## src/cfg_bridge_pkg.sv

```systemverilog
package cfg_bridge_pkg;

    //--------------------------------------------------------------------------
    // Bus widths
    //--------------------------------------------------------------------------
    // Word address as seen by the downstream slaves
    typedef logic [15:2] paddr_t;
    typedef logic [31:0] data_t;

    // Internal register index, address bits 3:2
    typedef logic [1:0] reg_offset_t;

    localparam reg_offset_t ctrl_offset   = 2'd0;
    localparam reg_offset_t status_offset = 2'd1;
    localparam reg_offset_t clr_offset    = 2'd2;

    //--------------------------------------------------------------------------
    // Slave decode
    //--------------------------------------------------------------------------
    // One-hot select, exactly one bit set for any address
    typedef logic [4:0] slave_sel_t;

    localparam int mddr_bit  = 0;
    localparam int fddr_bit  = 1;
    localparam int sdif0_bit = 2;
    localparam int sdif1_bit = 3;
    localparam int int_bit   = 4;

    // Address bits that steer the decode
    localparam int sdif_bit        = 15;
    localparam int sdif_unit_bit   = 14;
    localparam int int_region_bit  = 13;
    localparam int fddr_region_bit = 12;

    // Downstream sequencer states
    typedef enum logic [1:0] {idle, setup, access} bridge_state_t;

endpackage
```

## src/cfg_apb_if.sv

```systemverilog
interface cfg_apb_if;

    // Request side, held stable from setup to completion
    logic                   psel;
    logic                   penable;
    logic                   pwrite;
    cfg_bridge_pkg::paddr_t paddr;
    cfg_bridge_pkg::data_t  pwdata;

    // Response side
    cfg_bridge_pkg::data_t  prdata;
    logic                   pready;
    logic                   pslverr;

    modport requester (
        output psel, penable, pwrite, paddr, pwdata,
        input  prdata, pready, pslverr
    );

    modport completer (
        input  psel, penable, pwrite, paddr, pwdata,
        output prdata, pready, pslverr
    );

endinterface

```

## src/sf2_config_bridge.sv

```systemverilog
module sf2_config_bridge #(
    parameter int sync_stages = 2
) (
    input  logic                   FIC_2_APB_M_PCLK,
    input  logic                   FIC_2_APB_M_PRESET_N,
    // Master side
    input  logic                   m_psel,
    input  logic                   m_penable,
    input  logic                   m_pwrite,
    input  cfg_bridge_pkg::paddr_t m_paddr,
    input  cfg_bridge_pkg::data_t  m_pwdata,
    output cfg_bridge_pkg::data_t  m_prdata,
    output logic                   m_pready,
    output logic                   m_pslverr,
    // MDDR
    output logic                   mddr_psel,
    output logic                   mddr_penable,
    output logic                   mddr_pwrite,
    output cfg_bridge_pkg::paddr_t mddr_paddr,
    output cfg_bridge_pkg::data_t  mddr_pwdata,
    input  cfg_bridge_pkg::data_t  mddr_prdata,
    input  logic                   mddr_pready,
    input  logic                   mddr_pslverr,
    // FDDR
    output logic                   fddr_psel,
    output logic                   fddr_penable,
    output logic                   fddr_pwrite,
    output cfg_bridge_pkg::paddr_t fddr_paddr,
    output cfg_bridge_pkg::data_t  fddr_pwdata,
    input  cfg_bridge_pkg::data_t  fddr_prdata,
    input  logic                   fddr_pready,
    input  logic                   fddr_pslverr,
    // SERDESIF_0
    output logic                   sdif0_psel,
    output logic                   sdif0_penable,
    output logic                   sdif0_pwrite,
    output cfg_bridge_pkg::paddr_t sdif0_paddr,
    output cfg_bridge_pkg::data_t  sdif0_pwdata,
    input  cfg_bridge_pkg::data_t  sdif0_prdata,
    input  logic                   sdif0_pready,
    input  logic                   sdif0_pslverr,
    // SERDESIF_1
    output logic                   sdif1_psel,
    output logic                   sdif1_penable,
    output logic                   sdif1_pwrite,
    output cfg_bridge_pkg::paddr_t sdif1_paddr,
    output cfg_bridge_pkg::data_t  sdif1_pwdata,
    input  cfg_bridge_pkg::data_t  sdif1_prdata,
    input  logic                   sdif1_pready,
    input  logic                   sdif1_pslverr,
    // Configuration handshake
    input  logic                   init_done,
    output logic                   config_done,
    output logic                   clr_init_done
);

    // Sequencer to decoder, and decoder to internal registers
    cfg_apb_if bridge_bus ();
    cfg_apb_if int_bus ();

    apb_bridge_seq i_seq (
        .clk       (FIC_2_APB_M_PCLK),
        .rst_n     (FIC_2_APB_M_PRESET_N),
        .m_psel    (m_psel),
        .m_penable (m_penable),
        .m_pwrite  (m_pwrite),
        .m_paddr   (m_paddr),
        .m_pwdata  (m_pwdata),
        .m_prdata  (m_prdata),
        .m_pready  (m_pready),
        .m_pslverr (m_pslverr),
        .bus       (bridge_bus.requester)
    );

    apb_slave_decoder i_dec (
        .bus           (bridge_bus.completer),
        .int_bus       (int_bus.requester),
        .mddr_psel     (mddr_psel),
        .mddr_penable  (mddr_penable),
        .mddr_pwrite   (mddr_pwrite),
        .mddr_paddr    (mddr_paddr),
        .mddr_pwdata   (mddr_pwdata),
        .mddr_prdata   (mddr_prdata),
        .mddr_pready   (mddr_pready),
        .mddr_pslverr  (mddr_pslverr),
        .fddr_psel     (fddr_psel),
        .fddr_penable  (fddr_penable),
        .fddr_pwrite   (fddr_pwrite),
        .fddr_paddr    (fddr_paddr),
        .fddr_pwdata   (fddr_pwdata),
        .fddr_prdata   (fddr_prdata),
        .fddr_pready   (fddr_pready),
        .fddr_pslverr  (fddr_pslverr),
        .sdif0_psel    (sdif0_psel),
        .sdif0_penable (sdif0_penable),
        .sdif0_pwrite  (sdif0_pwrite),
        .sdif0_paddr   (sdif0_paddr),
        .sdif0_pwdata  (sdif0_pwdata),
        .sdif0_prdata  (sdif0_prdata),
        .sdif0_pready  (sdif0_pready),
        .sdif0_pslverr (sdif0_pslverr),
        .sdif1_psel    (sdif1_psel),
        .sdif1_penable (sdif1_penable),
        .sdif1_pwrite  (sdif1_pwrite),
        .sdif1_paddr   (sdif1_paddr),
        .sdif1_pwdata  (sdif1_pwdata),
        .sdif1_prdata  (sdif1_prdata),
        .sdif1_pready  (sdif1_pready),
        .sdif1_pslverr (sdif1_pslverr)
    );

    cfg_regs #(
        .sync_stages (sync_stages)
    ) i_regs (
        .clk           (FIC_2_APB_M_PCLK),
        .rst_n         (FIC_2_APB_M_PRESET_N),
        .bus           (int_bus.completer),
        .init_done     (init_done),
        .config_done   (config_done),
        .clr_init_done (clr_init_done)
    );

endmodule

```

## src/cfg_regs.sv

```systemverilog
module cfg_regs #(
    parameter int sync_stages = 2
) (
    input  logic         clk,
    input  logic         rst_n,
    cfg_apb_if.completer bus,
    input  logic         init_done,
    output logic         config_done,
    output logic         clr_init_done
);

    // One flop past the synchronizer for edge detection
    logic [sync_stages:0]        init_sync;
    logic                        init_done_s;
    logic                        init_fall;
    logic                        wr_en;
    cfg_bridge_pkg::reg_offset_t offset;

    //--------------------------------------------------------------------------
    // INIT_DONE synchronizer
    //--------------------------------------------------------------------------
    always_ff @(posedge clk or negedge rst_n)
    begin
        if (!rst_n)
            init_sync <= '0;
        else
            init_sync <= {init_sync[sync_stages-1:0], init_done};
    end

    assign init_done_s = init_sync[sync_stages-1];
    assign init_fall   = init_sync[sync_stages] & ~init_done_s;

    //--------------------------------------------------------------------------
    // Register writes
    //--------------------------------------------------------------------------
    // Always ready, so the access phase edge completes the write
    assign offset = bus.paddr[3:2];
    assign wr_en  = bus.psel & bus.penable & bus.pwrite;

    always_ff @(posedge clk or negedge rst_n)
    begin
        if (!rst_n)
        begin
            config_done   <= 1'b0;
            clr_init_done <= 1'b0;
        end
        else
        begin
            if (wr_en && offset == cfg_bridge_pkg::ctrl_offset)
                config_done <= bus.pwdata[0];

            // A new request wins over a falling edge in the same cycle
            if (wr_en && offset == cfg_bridge_pkg::clr_offset && bus.pwdata[0])
                clr_init_done <= 1'b1;
            else if (init_fall)
                clr_init_done <= 1'b0;
        end
    end

    //--------------------------------------------------------------------------
    // Read data
    //--------------------------------------------------------------------------
    always_comb
    begin
        bus.prdata = '0;
        case (offset)
            cfg_bridge_pkg::ctrl_offset:   bus.prdata[0] = config_done;
            cfg_bridge_pkg::status_offset: bus.prdata[0] = init_done_s;
            cfg_bridge_pkg::clr_offset:    bus.prdata[0] = clr_init_done;
            // Offset 3 reads zero
            default:                       bus.prdata[0] = 1'b0;
        endcase
    end

    assign bus.pready  = 1'b1;
    assign bus.pslverr = 1'b0;

endmodule

```

## src/apb_slave_decoder.sv

```systemverilog
module apb_slave_decoder (
    cfg_apb_if.completer           bus,
    cfg_apb_if.requester           int_bus,
    // MDDR
    output logic                   mddr_psel,
    output logic                   mddr_penable,
    output logic                   mddr_pwrite,
    output cfg_bridge_pkg::paddr_t mddr_paddr,
    output cfg_bridge_pkg::data_t  mddr_pwdata,
    input  cfg_bridge_pkg::data_t  mddr_prdata,
    input  logic                   mddr_pready,
    input  logic                   mddr_pslverr,
    // FDDR
    output logic                   fddr_psel,
    output logic                   fddr_penable,
    output logic                   fddr_pwrite,
    output cfg_bridge_pkg::paddr_t fddr_paddr,
    output cfg_bridge_pkg::data_t  fddr_pwdata,
    input  cfg_bridge_pkg::data_t  fddr_prdata,
    input  logic                   fddr_pready,
    input  logic                   fddr_pslverr,
    // SERDESIF_0
    output logic                   sdif0_psel,
    output logic                   sdif0_penable,
    output logic                   sdif0_pwrite,
    output cfg_bridge_pkg::paddr_t sdif0_paddr,
    output cfg_bridge_pkg::data_t  sdif0_pwdata,
    input  cfg_bridge_pkg::data_t  sdif0_prdata,
    input  logic                   sdif0_pready,
    input  logic                   sdif0_pslverr,
    // SERDESIF_1
    output logic                   sdif1_psel,
    output logic                   sdif1_penable,
    output logic                   sdif1_pwrite,
    output cfg_bridge_pkg::paddr_t sdif1_paddr,
    output cfg_bridge_pkg::data_t  sdif1_pwdata,
    input  cfg_bridge_pkg::data_t  sdif1_prdata,
    input  logic                   sdif1_pready,
    input  logic                   sdif1_pslverr
);

    cfg_bridge_pkg::slave_sel_t sel;

    //--------------------------------------------------------------------------
    // Address decode
    //--------------------------------------------------------------------------
    // 15 14 13 12
    //  1  1  x  x   SERDESIF_1
    //  1  0  x  x   SERDESIF_0
    //  0  x  1  x   internal registers
    //  0  x  0  1   FDDR
    //  0  x  0  0   MDDR
    // Bit 14 is a don't care below the SERDES region, giving aliases
    always_comb
    begin
        sel = '0;
        if (bus.paddr[cfg_bridge_pkg::sdif_bit])
        begin
            if (bus.paddr[cfg_bridge_pkg::sdif_unit_bit])
                sel[cfg_bridge_pkg::sdif1_bit] = 1'b1;
            else
                sel[cfg_bridge_pkg::sdif0_bit] = 1'b1;
        end
        else if (bus.paddr[cfg_bridge_pkg::int_region_bit])
            sel[cfg_bridge_pkg::int_bit] = 1'b1;
        else if (bus.paddr[cfg_bridge_pkg::fddr_region_bit])
            sel[cfg_bridge_pkg::fddr_bit] = 1'b1;
        else
            sel[cfg_bridge_pkg::mddr_bit] = 1'b1;
    end

    //--------------------------------------------------------------------------
    // Request fan-out
    //--------------------------------------------------------------------------
    // Only the selected slave sees psel and penable
    assign mddr_psel     = bus.psel    & sel[cfg_bridge_pkg::mddr_bit];
    assign mddr_penable  = bus.penable & sel[cfg_bridge_pkg::mddr_bit];
    assign fddr_psel     = bus.psel    & sel[cfg_bridge_pkg::fddr_bit];
    assign fddr_penable  = bus.penable & sel[cfg_bridge_pkg::fddr_bit];
    assign sdif0_psel    = bus.psel    & sel[cfg_bridge_pkg::sdif0_bit];
    assign sdif0_penable = bus.penable & sel[cfg_bridge_pkg::sdif0_bit];
    assign sdif1_psel    = bus.psel    & sel[cfg_bridge_pkg::sdif1_bit];
    assign sdif1_penable = bus.penable & sel[cfg_bridge_pkg::sdif1_bit];
    assign int_bus.psel    = bus.psel    & sel[cfg_bridge_pkg::int_bit];
    assign int_bus.penable = bus.penable & sel[cfg_bridge_pkg::int_bit];

    // Address, direction and write data go to every slave
    assign mddr_paddr     = bus.paddr;
    assign fddr_paddr     = bus.paddr;
    assign sdif0_paddr    = bus.paddr;
    assign sdif1_paddr    = bus.paddr;
    assign int_bus.paddr  = bus.paddr;
    assign mddr_pwrite    = bus.pwrite;
    assign fddr_pwrite    = bus.pwrite;
    assign sdif0_pwrite   = bus.pwrite;
    assign sdif1_pwrite   = bus.pwrite;
    assign int_bus.pwrite = bus.pwrite;
    assign mddr_pwdata    = bus.pwdata;
    assign fddr_pwdata    = bus.pwdata;
    assign sdif0_pwdata   = bus.pwdata;
    assign sdif1_pwdata   = bus.pwdata;
    assign int_bus.pwdata = bus.pwdata;

    //--------------------------------------------------------------------------
    // Response return
    //--------------------------------------------------------------------------
    always_comb
    begin
        // Ready with no data if nothing matches
        bus.prdata  = '0;
        bus.pready  = 1'b1;
        bus.pslverr = 1'b0;
        case (1'b1)
            sel[cfg_bridge_pkg::mddr_bit]:
            begin
                bus.prdata  = mddr_prdata;
                bus.pready  = mddr_pready;
                bus.pslverr = mddr_pslverr;
            end
            sel[cfg_bridge_pkg::fddr_bit]:
            begin
                bus.prdata  = fddr_prdata;
                bus.pready  = fddr_pready;
                bus.pslverr = fddr_pslverr;
            end
            sel[cfg_bridge_pkg::sdif0_bit]:
            begin
                bus.prdata  = sdif0_prdata;
                bus.pready  = sdif0_pready;
                bus.pslverr = sdif0_pslverr;
            end
            sel[cfg_bridge_pkg::sdif1_bit]:
            begin
                bus.prdata  = sdif1_prdata;
                bus.pready  = sdif1_pready;
                bus.pslverr = sdif1_pslverr;
            end
            sel[cfg_bridge_pkg::int_bit]:
            begin
                bus.prdata  = int_bus.prdata;
                bus.pready  = int_bus.pready;
                bus.pslverr = int_bus.pslverr;
            end
            default:
            begin
                bus.prdata = '0;
            end
        endcase
    end

endmodule

```

## src/apb_bridge_seq.sv

```systemverilog
module apb_bridge_seq (
    input  logic                   clk,
    input  logic                   rst_n,
    // Upstream master
    input  logic                   m_psel,
    input  logic                   m_penable,
    input  logic                   m_pwrite,
    input  cfg_bridge_pkg::paddr_t m_paddr,
    input  cfg_bridge_pkg::data_t  m_pwdata,
    output cfg_bridge_pkg::data_t  m_prdata,
    output logic                   m_pready,
    output logic                   m_pslverr,
    // Downstream toward the decoder
    cfg_apb_if.requester           bus
);

    cfg_bridge_pkg::bridge_state_t state;

    // Captured master request
    cfg_bridge_pkg::paddr_t paddr_q;
    cfg_bridge_pkg::data_t  pwdata_q;
    logic                   pwrite_q;

    //--------------------------------------------------------------------------
    // Request capture
    //--------------------------------------------------------------------------
    // Sampled on every idle edge, so the value taken with the master
    // setup cycle is the one held for the whole downstream transfer
    always_ff @(posedge clk)
    begin
        if (state == cfg_bridge_pkg::idle)
        begin
            paddr_q  <= m_paddr;
            pwrite_q <= m_pwrite;
            pwdata_q <= m_pwdata;
        end
    end

    //--------------------------------------------------------------------------
    // Sequencer
    //--------------------------------------------------------------------------
    always_ff @(posedge clk or negedge rst_n)
    begin
        if (!rst_n)
        begin
            state     <= cfg_bridge_pkg::idle;
            m_pready  <= 1'b1;
            m_prdata  <= '0;
            m_pslverr <= 1'b0;
        end
        else
        begin
            case (state)
                cfg_bridge_pkg::idle:
                begin
                    // Master setup phase, stall it until the slave answers
                    if (m_psel && !m_penable)
                    begin
                        state    <= cfg_bridge_pkg::setup;
                        m_pready <= 1'b0;
                    end
                end
                cfg_bridge_pkg::setup:
                begin
                    state <= cfg_bridge_pkg::access;
                end
                cfg_bridge_pkg::access:
                begin
                    // Hold here for slave wait states
                    if (bus.pready)
                    begin
                        state     <= cfg_bridge_pkg::idle;
                        m_prdata  <= bus.prdata;
                        m_pslverr <= bus.pslverr;
                        m_pready  <= 1'b1;
                    end
                end
                default:
                begin
                    state <= cfg_bridge_pkg::idle;
                end
            endcase
        end
    end

    // Downstream phase signals straight from the state
    assign bus.psel    = (state != cfg_bridge_pkg::idle);
    assign bus.penable = (state == cfg_bridge_pkg::access);
    assign bus.paddr   = paddr_q;
    assign bus.pwrite  = pwrite_q;
    assign bus.pwdata  = pwdata_q;

endmodule

```

## config.mk

```make
export PLATFORM = sky130hd
export DESIGN_NAME = sf2_config_bridge
export DESIGN_NICKNAME = d
export VERILOG_FILES = /design/src/cfg_bridge_pkg.sv /design/src/cfg_apb_if.sv /design/src/sf2_config_bridge.sv /design/src/cfg_regs.sv /design/src/apb_slave_decoder.sv /design/src/apb_bridge_seq.sv
export SDC_FILE = /design/constraint.sdc
export NUM_CORES = 1
export LEC_CHECK = 0
export CAP_MARGIN = 20
export CORE_AREA = 4 4 162 164
export CTS_CLUSTER_DIAMETER = 150
export DETAILED_ROUTE_END_ITERATION = 7
export DIE_AREA = 0 0 166 168
export DONT_BUFFER_PORTS = 1
export GPL_TIMING_DRIVEN = 0
export HOLD_SLACK_MARGIN = 0.06
export PLACE_DENSITY = 0.38
export SLEW_MARGIN = 10
export SYNTH_ARGS = -nofsm -noshare
export SYNTH_HDL_FRONTEND = slang
export SYNTH_SLANG_ARGS = --single-unit
export TNS_END_PERCENT = 30
```

## constraint.sdc

```tcl
create_clock -name FIC_2_APB_M_PCLK -period 3.2 [get_ports FIC_2_APB_M_PCLK]
set_input_delay 0.64 -clock FIC_2_APB_M_PCLK [delete_from_list [all_inputs] [get_ports FIC_2_APB_M_PCLK]]
set_output_delay 0.64 -clock FIC_2_APB_M_PCLK [all_outputs]
set_load 0.02 [all_outputs]
```

==> results.cfg <==
[setup_path]
cpLargestDelayFamily = simple AND/OR/NAND/NOR gates
cp_slowest_cell = edfxtp_1
crit_chain = or2_1 -> buf_6 -> clkbuf_1 -> nor3_1
worstPathMaxFanout = 10
crit_type = register to output pin
endpoint_kind = output pin
start_kind = register
crit_buf_inv = 2
worstPathRequired_ns = 2.56
slowest_delay_ns = 0.68
rrSetupSlack_ns = 0.75
cp.arrival_ns = 2.28

[clock_tree]
cts.clk_slew.worst_paths_ns = 0.07
cts_buffers = 9
htreeDepth = 3
cts-root-buf = clkbuf_16
cts_setup_buffers = 0
clkLatencyLatePin_ns = 0.34
cts_tree = done
ctsLongestPathBuffers = 2
cts.sinks = 88

[finish]
final_common_cell = buf_4
mostFrequentLayoutCells = buf_4, edfxtp_1, dfrtp_1, mux2_2, nand2_1
nets = 655
finish.utilization_pct = 24.5
area_growth_pct = 14.3
diodes = 0
fin_cells = 802
drive_gt1_share_pct = 51.3
stdcell_area_mm2 = 0.00609

[sta]
drv_slew = 0
report.final.setup_viol = 0
fmax_ghz = 0.342
clock-skew-final_ns = 0.00934
worst_slack_ns = 0.278
max_slew_margin_pct = 50.7
fin_tns_setup_ns = 0
finalCriticalPeriod_ns = 2.92
worst_pin_slew_ns = 0.738
holdWs_ns = 0.130
hold_viol = 0
period_share_pct = 91.3
rsz0062_at_grt = false

[global_route]
grt_antenna_before_repair = 2
grt_overflow = 0
grt_pass1_vias = 3518
track_usage_pct = 12.1
grt_pass1_wl_um = 24900
grt_max_degree = 41

[synth]
synth-adder-area-share_pct = 0
synth.area.mux_share_pct = 22.3
syn-cell-area_mm2 = 0.00533
yosys.area_share.simple_pct = 5.00
syn_nets = 642
synth_flop_cell = edfxtp_1
synth_compound_area_share_pct = 4.65
synth.distinct_cells = 31
synth_top_family_by_area = multiplexers
synthArstFlopShare_pct = 46.6
ys_seq_area_share_pct = 45.8
syn_inst = 454
ys_ff_latch = 88
yosys_warnings = 0
synth_xor_area_share_pct = 0
synth.avg_cell_area_um2 = 11.7
synth-edff-count = 47

[pwr]
ir_worst_vdd_uv = 245
p_total_mw = 4.83
power_density_mw_per_mm2 = 793
p_leak_nw = 2.71

[floorplanning]
num_io_pins = 420
die_x_um = 166
rows = 58
core_mm2 = 0.0249
start_util_pct = 21.4
die_y_um = 168
die_area_mm2 = 0.0279

[detailed_routing]
wl_per_cell_um = 22.2
totalWireLength_um = 17800
dr.pass1.iters = 4
vias_per_cell = 4.07
drt_iter0_markers = 105
drt.antenna.violating_nets = 0
vias = 3264
drc = 0

[placed_design]
placed_area_mm2 = 0.00577
place_ws_ns = 0.345
dp.cells = 785
gp_congestion = 0.863
place.port_buffers = 0
post-dp-hpwl_um = 14300

[run]
maxCapViolCount = 0

[worst_hold_path]
hp-class = input pin to async pin

[status]
outcome = completed
[power by group]
part,switching [mW],internal [mW],leakage (nW),total [mW]
Sequential,0.702,1.53,0.983,2.23
Combinational,0.781,0.745,1.59,1.53
Clock,0.466,0.604,0.132,1.07
Total,1.95,2.88,2.71,4.83
[final timing paths]
check | from | end | depth (start not counted)
worst max-delay path | i_seq.bus.paddr[11] | mddr_psel | 4
worst min-delay path | FIC_2_APB_M_PRESET_N | i_seq.m_prdata[8] | 1
worst max register to register | i_seq.bus.paddr[12] | i_seq.m_prdata[9] | 6
worst min register to register | i_regs.init_sync[0] | i_regs.init_sync[1] | 0
max in group asynchronous | FIC_2_APB_M_PRESET_N | i_regs.init_sync[1] | 1
min in group FIC_2_APB_M_PCLK | init_done | i_regs.init_sync[0] | 0
[sequential cells by signal, summed over array words and instances (netlist names)]
name                  cells
i_regs.clr_init_done      1
i_seq.m_pslverr           1
i_seq.state               2
i_seq.bus.pwrite          1
i_seq.bus.paddr          14
i_regs.config_done        1
i_seq.m_pready            1
i_seq.bus.pwdata         32
i_seq.m_prdata           32
i_regs.init_sync          3
[routing by layer]
layer	part of all wire, %	GRT usage [%]	vias up	routed length [um]
li1	-	-	1443	-
met1	36	13.0	1531	6340
met2	52	22.1	269	9340
met3	10	4.86	17	1810
met4	1.6	3.52	4	286
met5	0.15	0	-	27
[logic make-up after synthesis]
logic type / count (synthesis)
AO/OA/AOI/OAI: 43
AND/OR/NAND/NOR: 59
multiplexers: 100
buffers and inverters: 164
flip-flops: 88
[worst reg2reg max path, cell delays in order (launching register included)]
cell	delay (ns)
edfxtp_1	0.55
buf_4	0.28
mux2i_1	0.36
a22oi_1	0.19
o21bai_4	0.39
buf_6	0.25
mux2_4	0.31
[area by class of cell]
| cell class | count | area, um2 |
|---|---|---|
| inverter | 3 | 11.3 |
| tap | 330 | 413 |
| fill | 2642 | 18800 |
| sequential | 88 | 2440 |
| clock inverter | 7 | 70.1 |
| multi-input combinational | 202 | 1710 |
| clock buffer | 9 | 225 |
| buffer | 161 | 1180 |
| timing repair buffer | 2 | 47.5 |
[synth_stat cells, types with 2 or more instances]
| master | instances | area share, % |
|---|---|---|
| buf_1 | 2 | 0.14 |
| buf_2 | 7 | 0.66 |
| buf_4 | 142 | 20 |
| buf_6 | 4 | 0.85 |
| clkbuf_1 | 6 | 0.42 |
| dfrtp_1 | 40 | 19 |
| edfxtp_1 | 47 | 26 |
| inv_1 | 3 | 0.21 |
| mux2_2 | 38 | 8.0 |
| mux2_4 | 28 | 7.9 |
| mux2i_1 | 34 | 6.4 |
| nand2_1 | 36 | 2.5 |
| nand2b_1 | 3 | 0.35 |
| nor2_1 | 10 | 0.70 |
| nor3_1 | 3 | 0.28 |
| o21ai_0 | 35 | 3.3 |
| o31ai_1 | 2 | 0.28 |
[repair_timing]
item                                   CTS  global route
setup endpoints to repair                2             0
hold buffers                             1             0
resized for setup                        1             0
endpoints found under the hold margin   40             0
No activity file was read; power rests on OpenSTA's default activity.
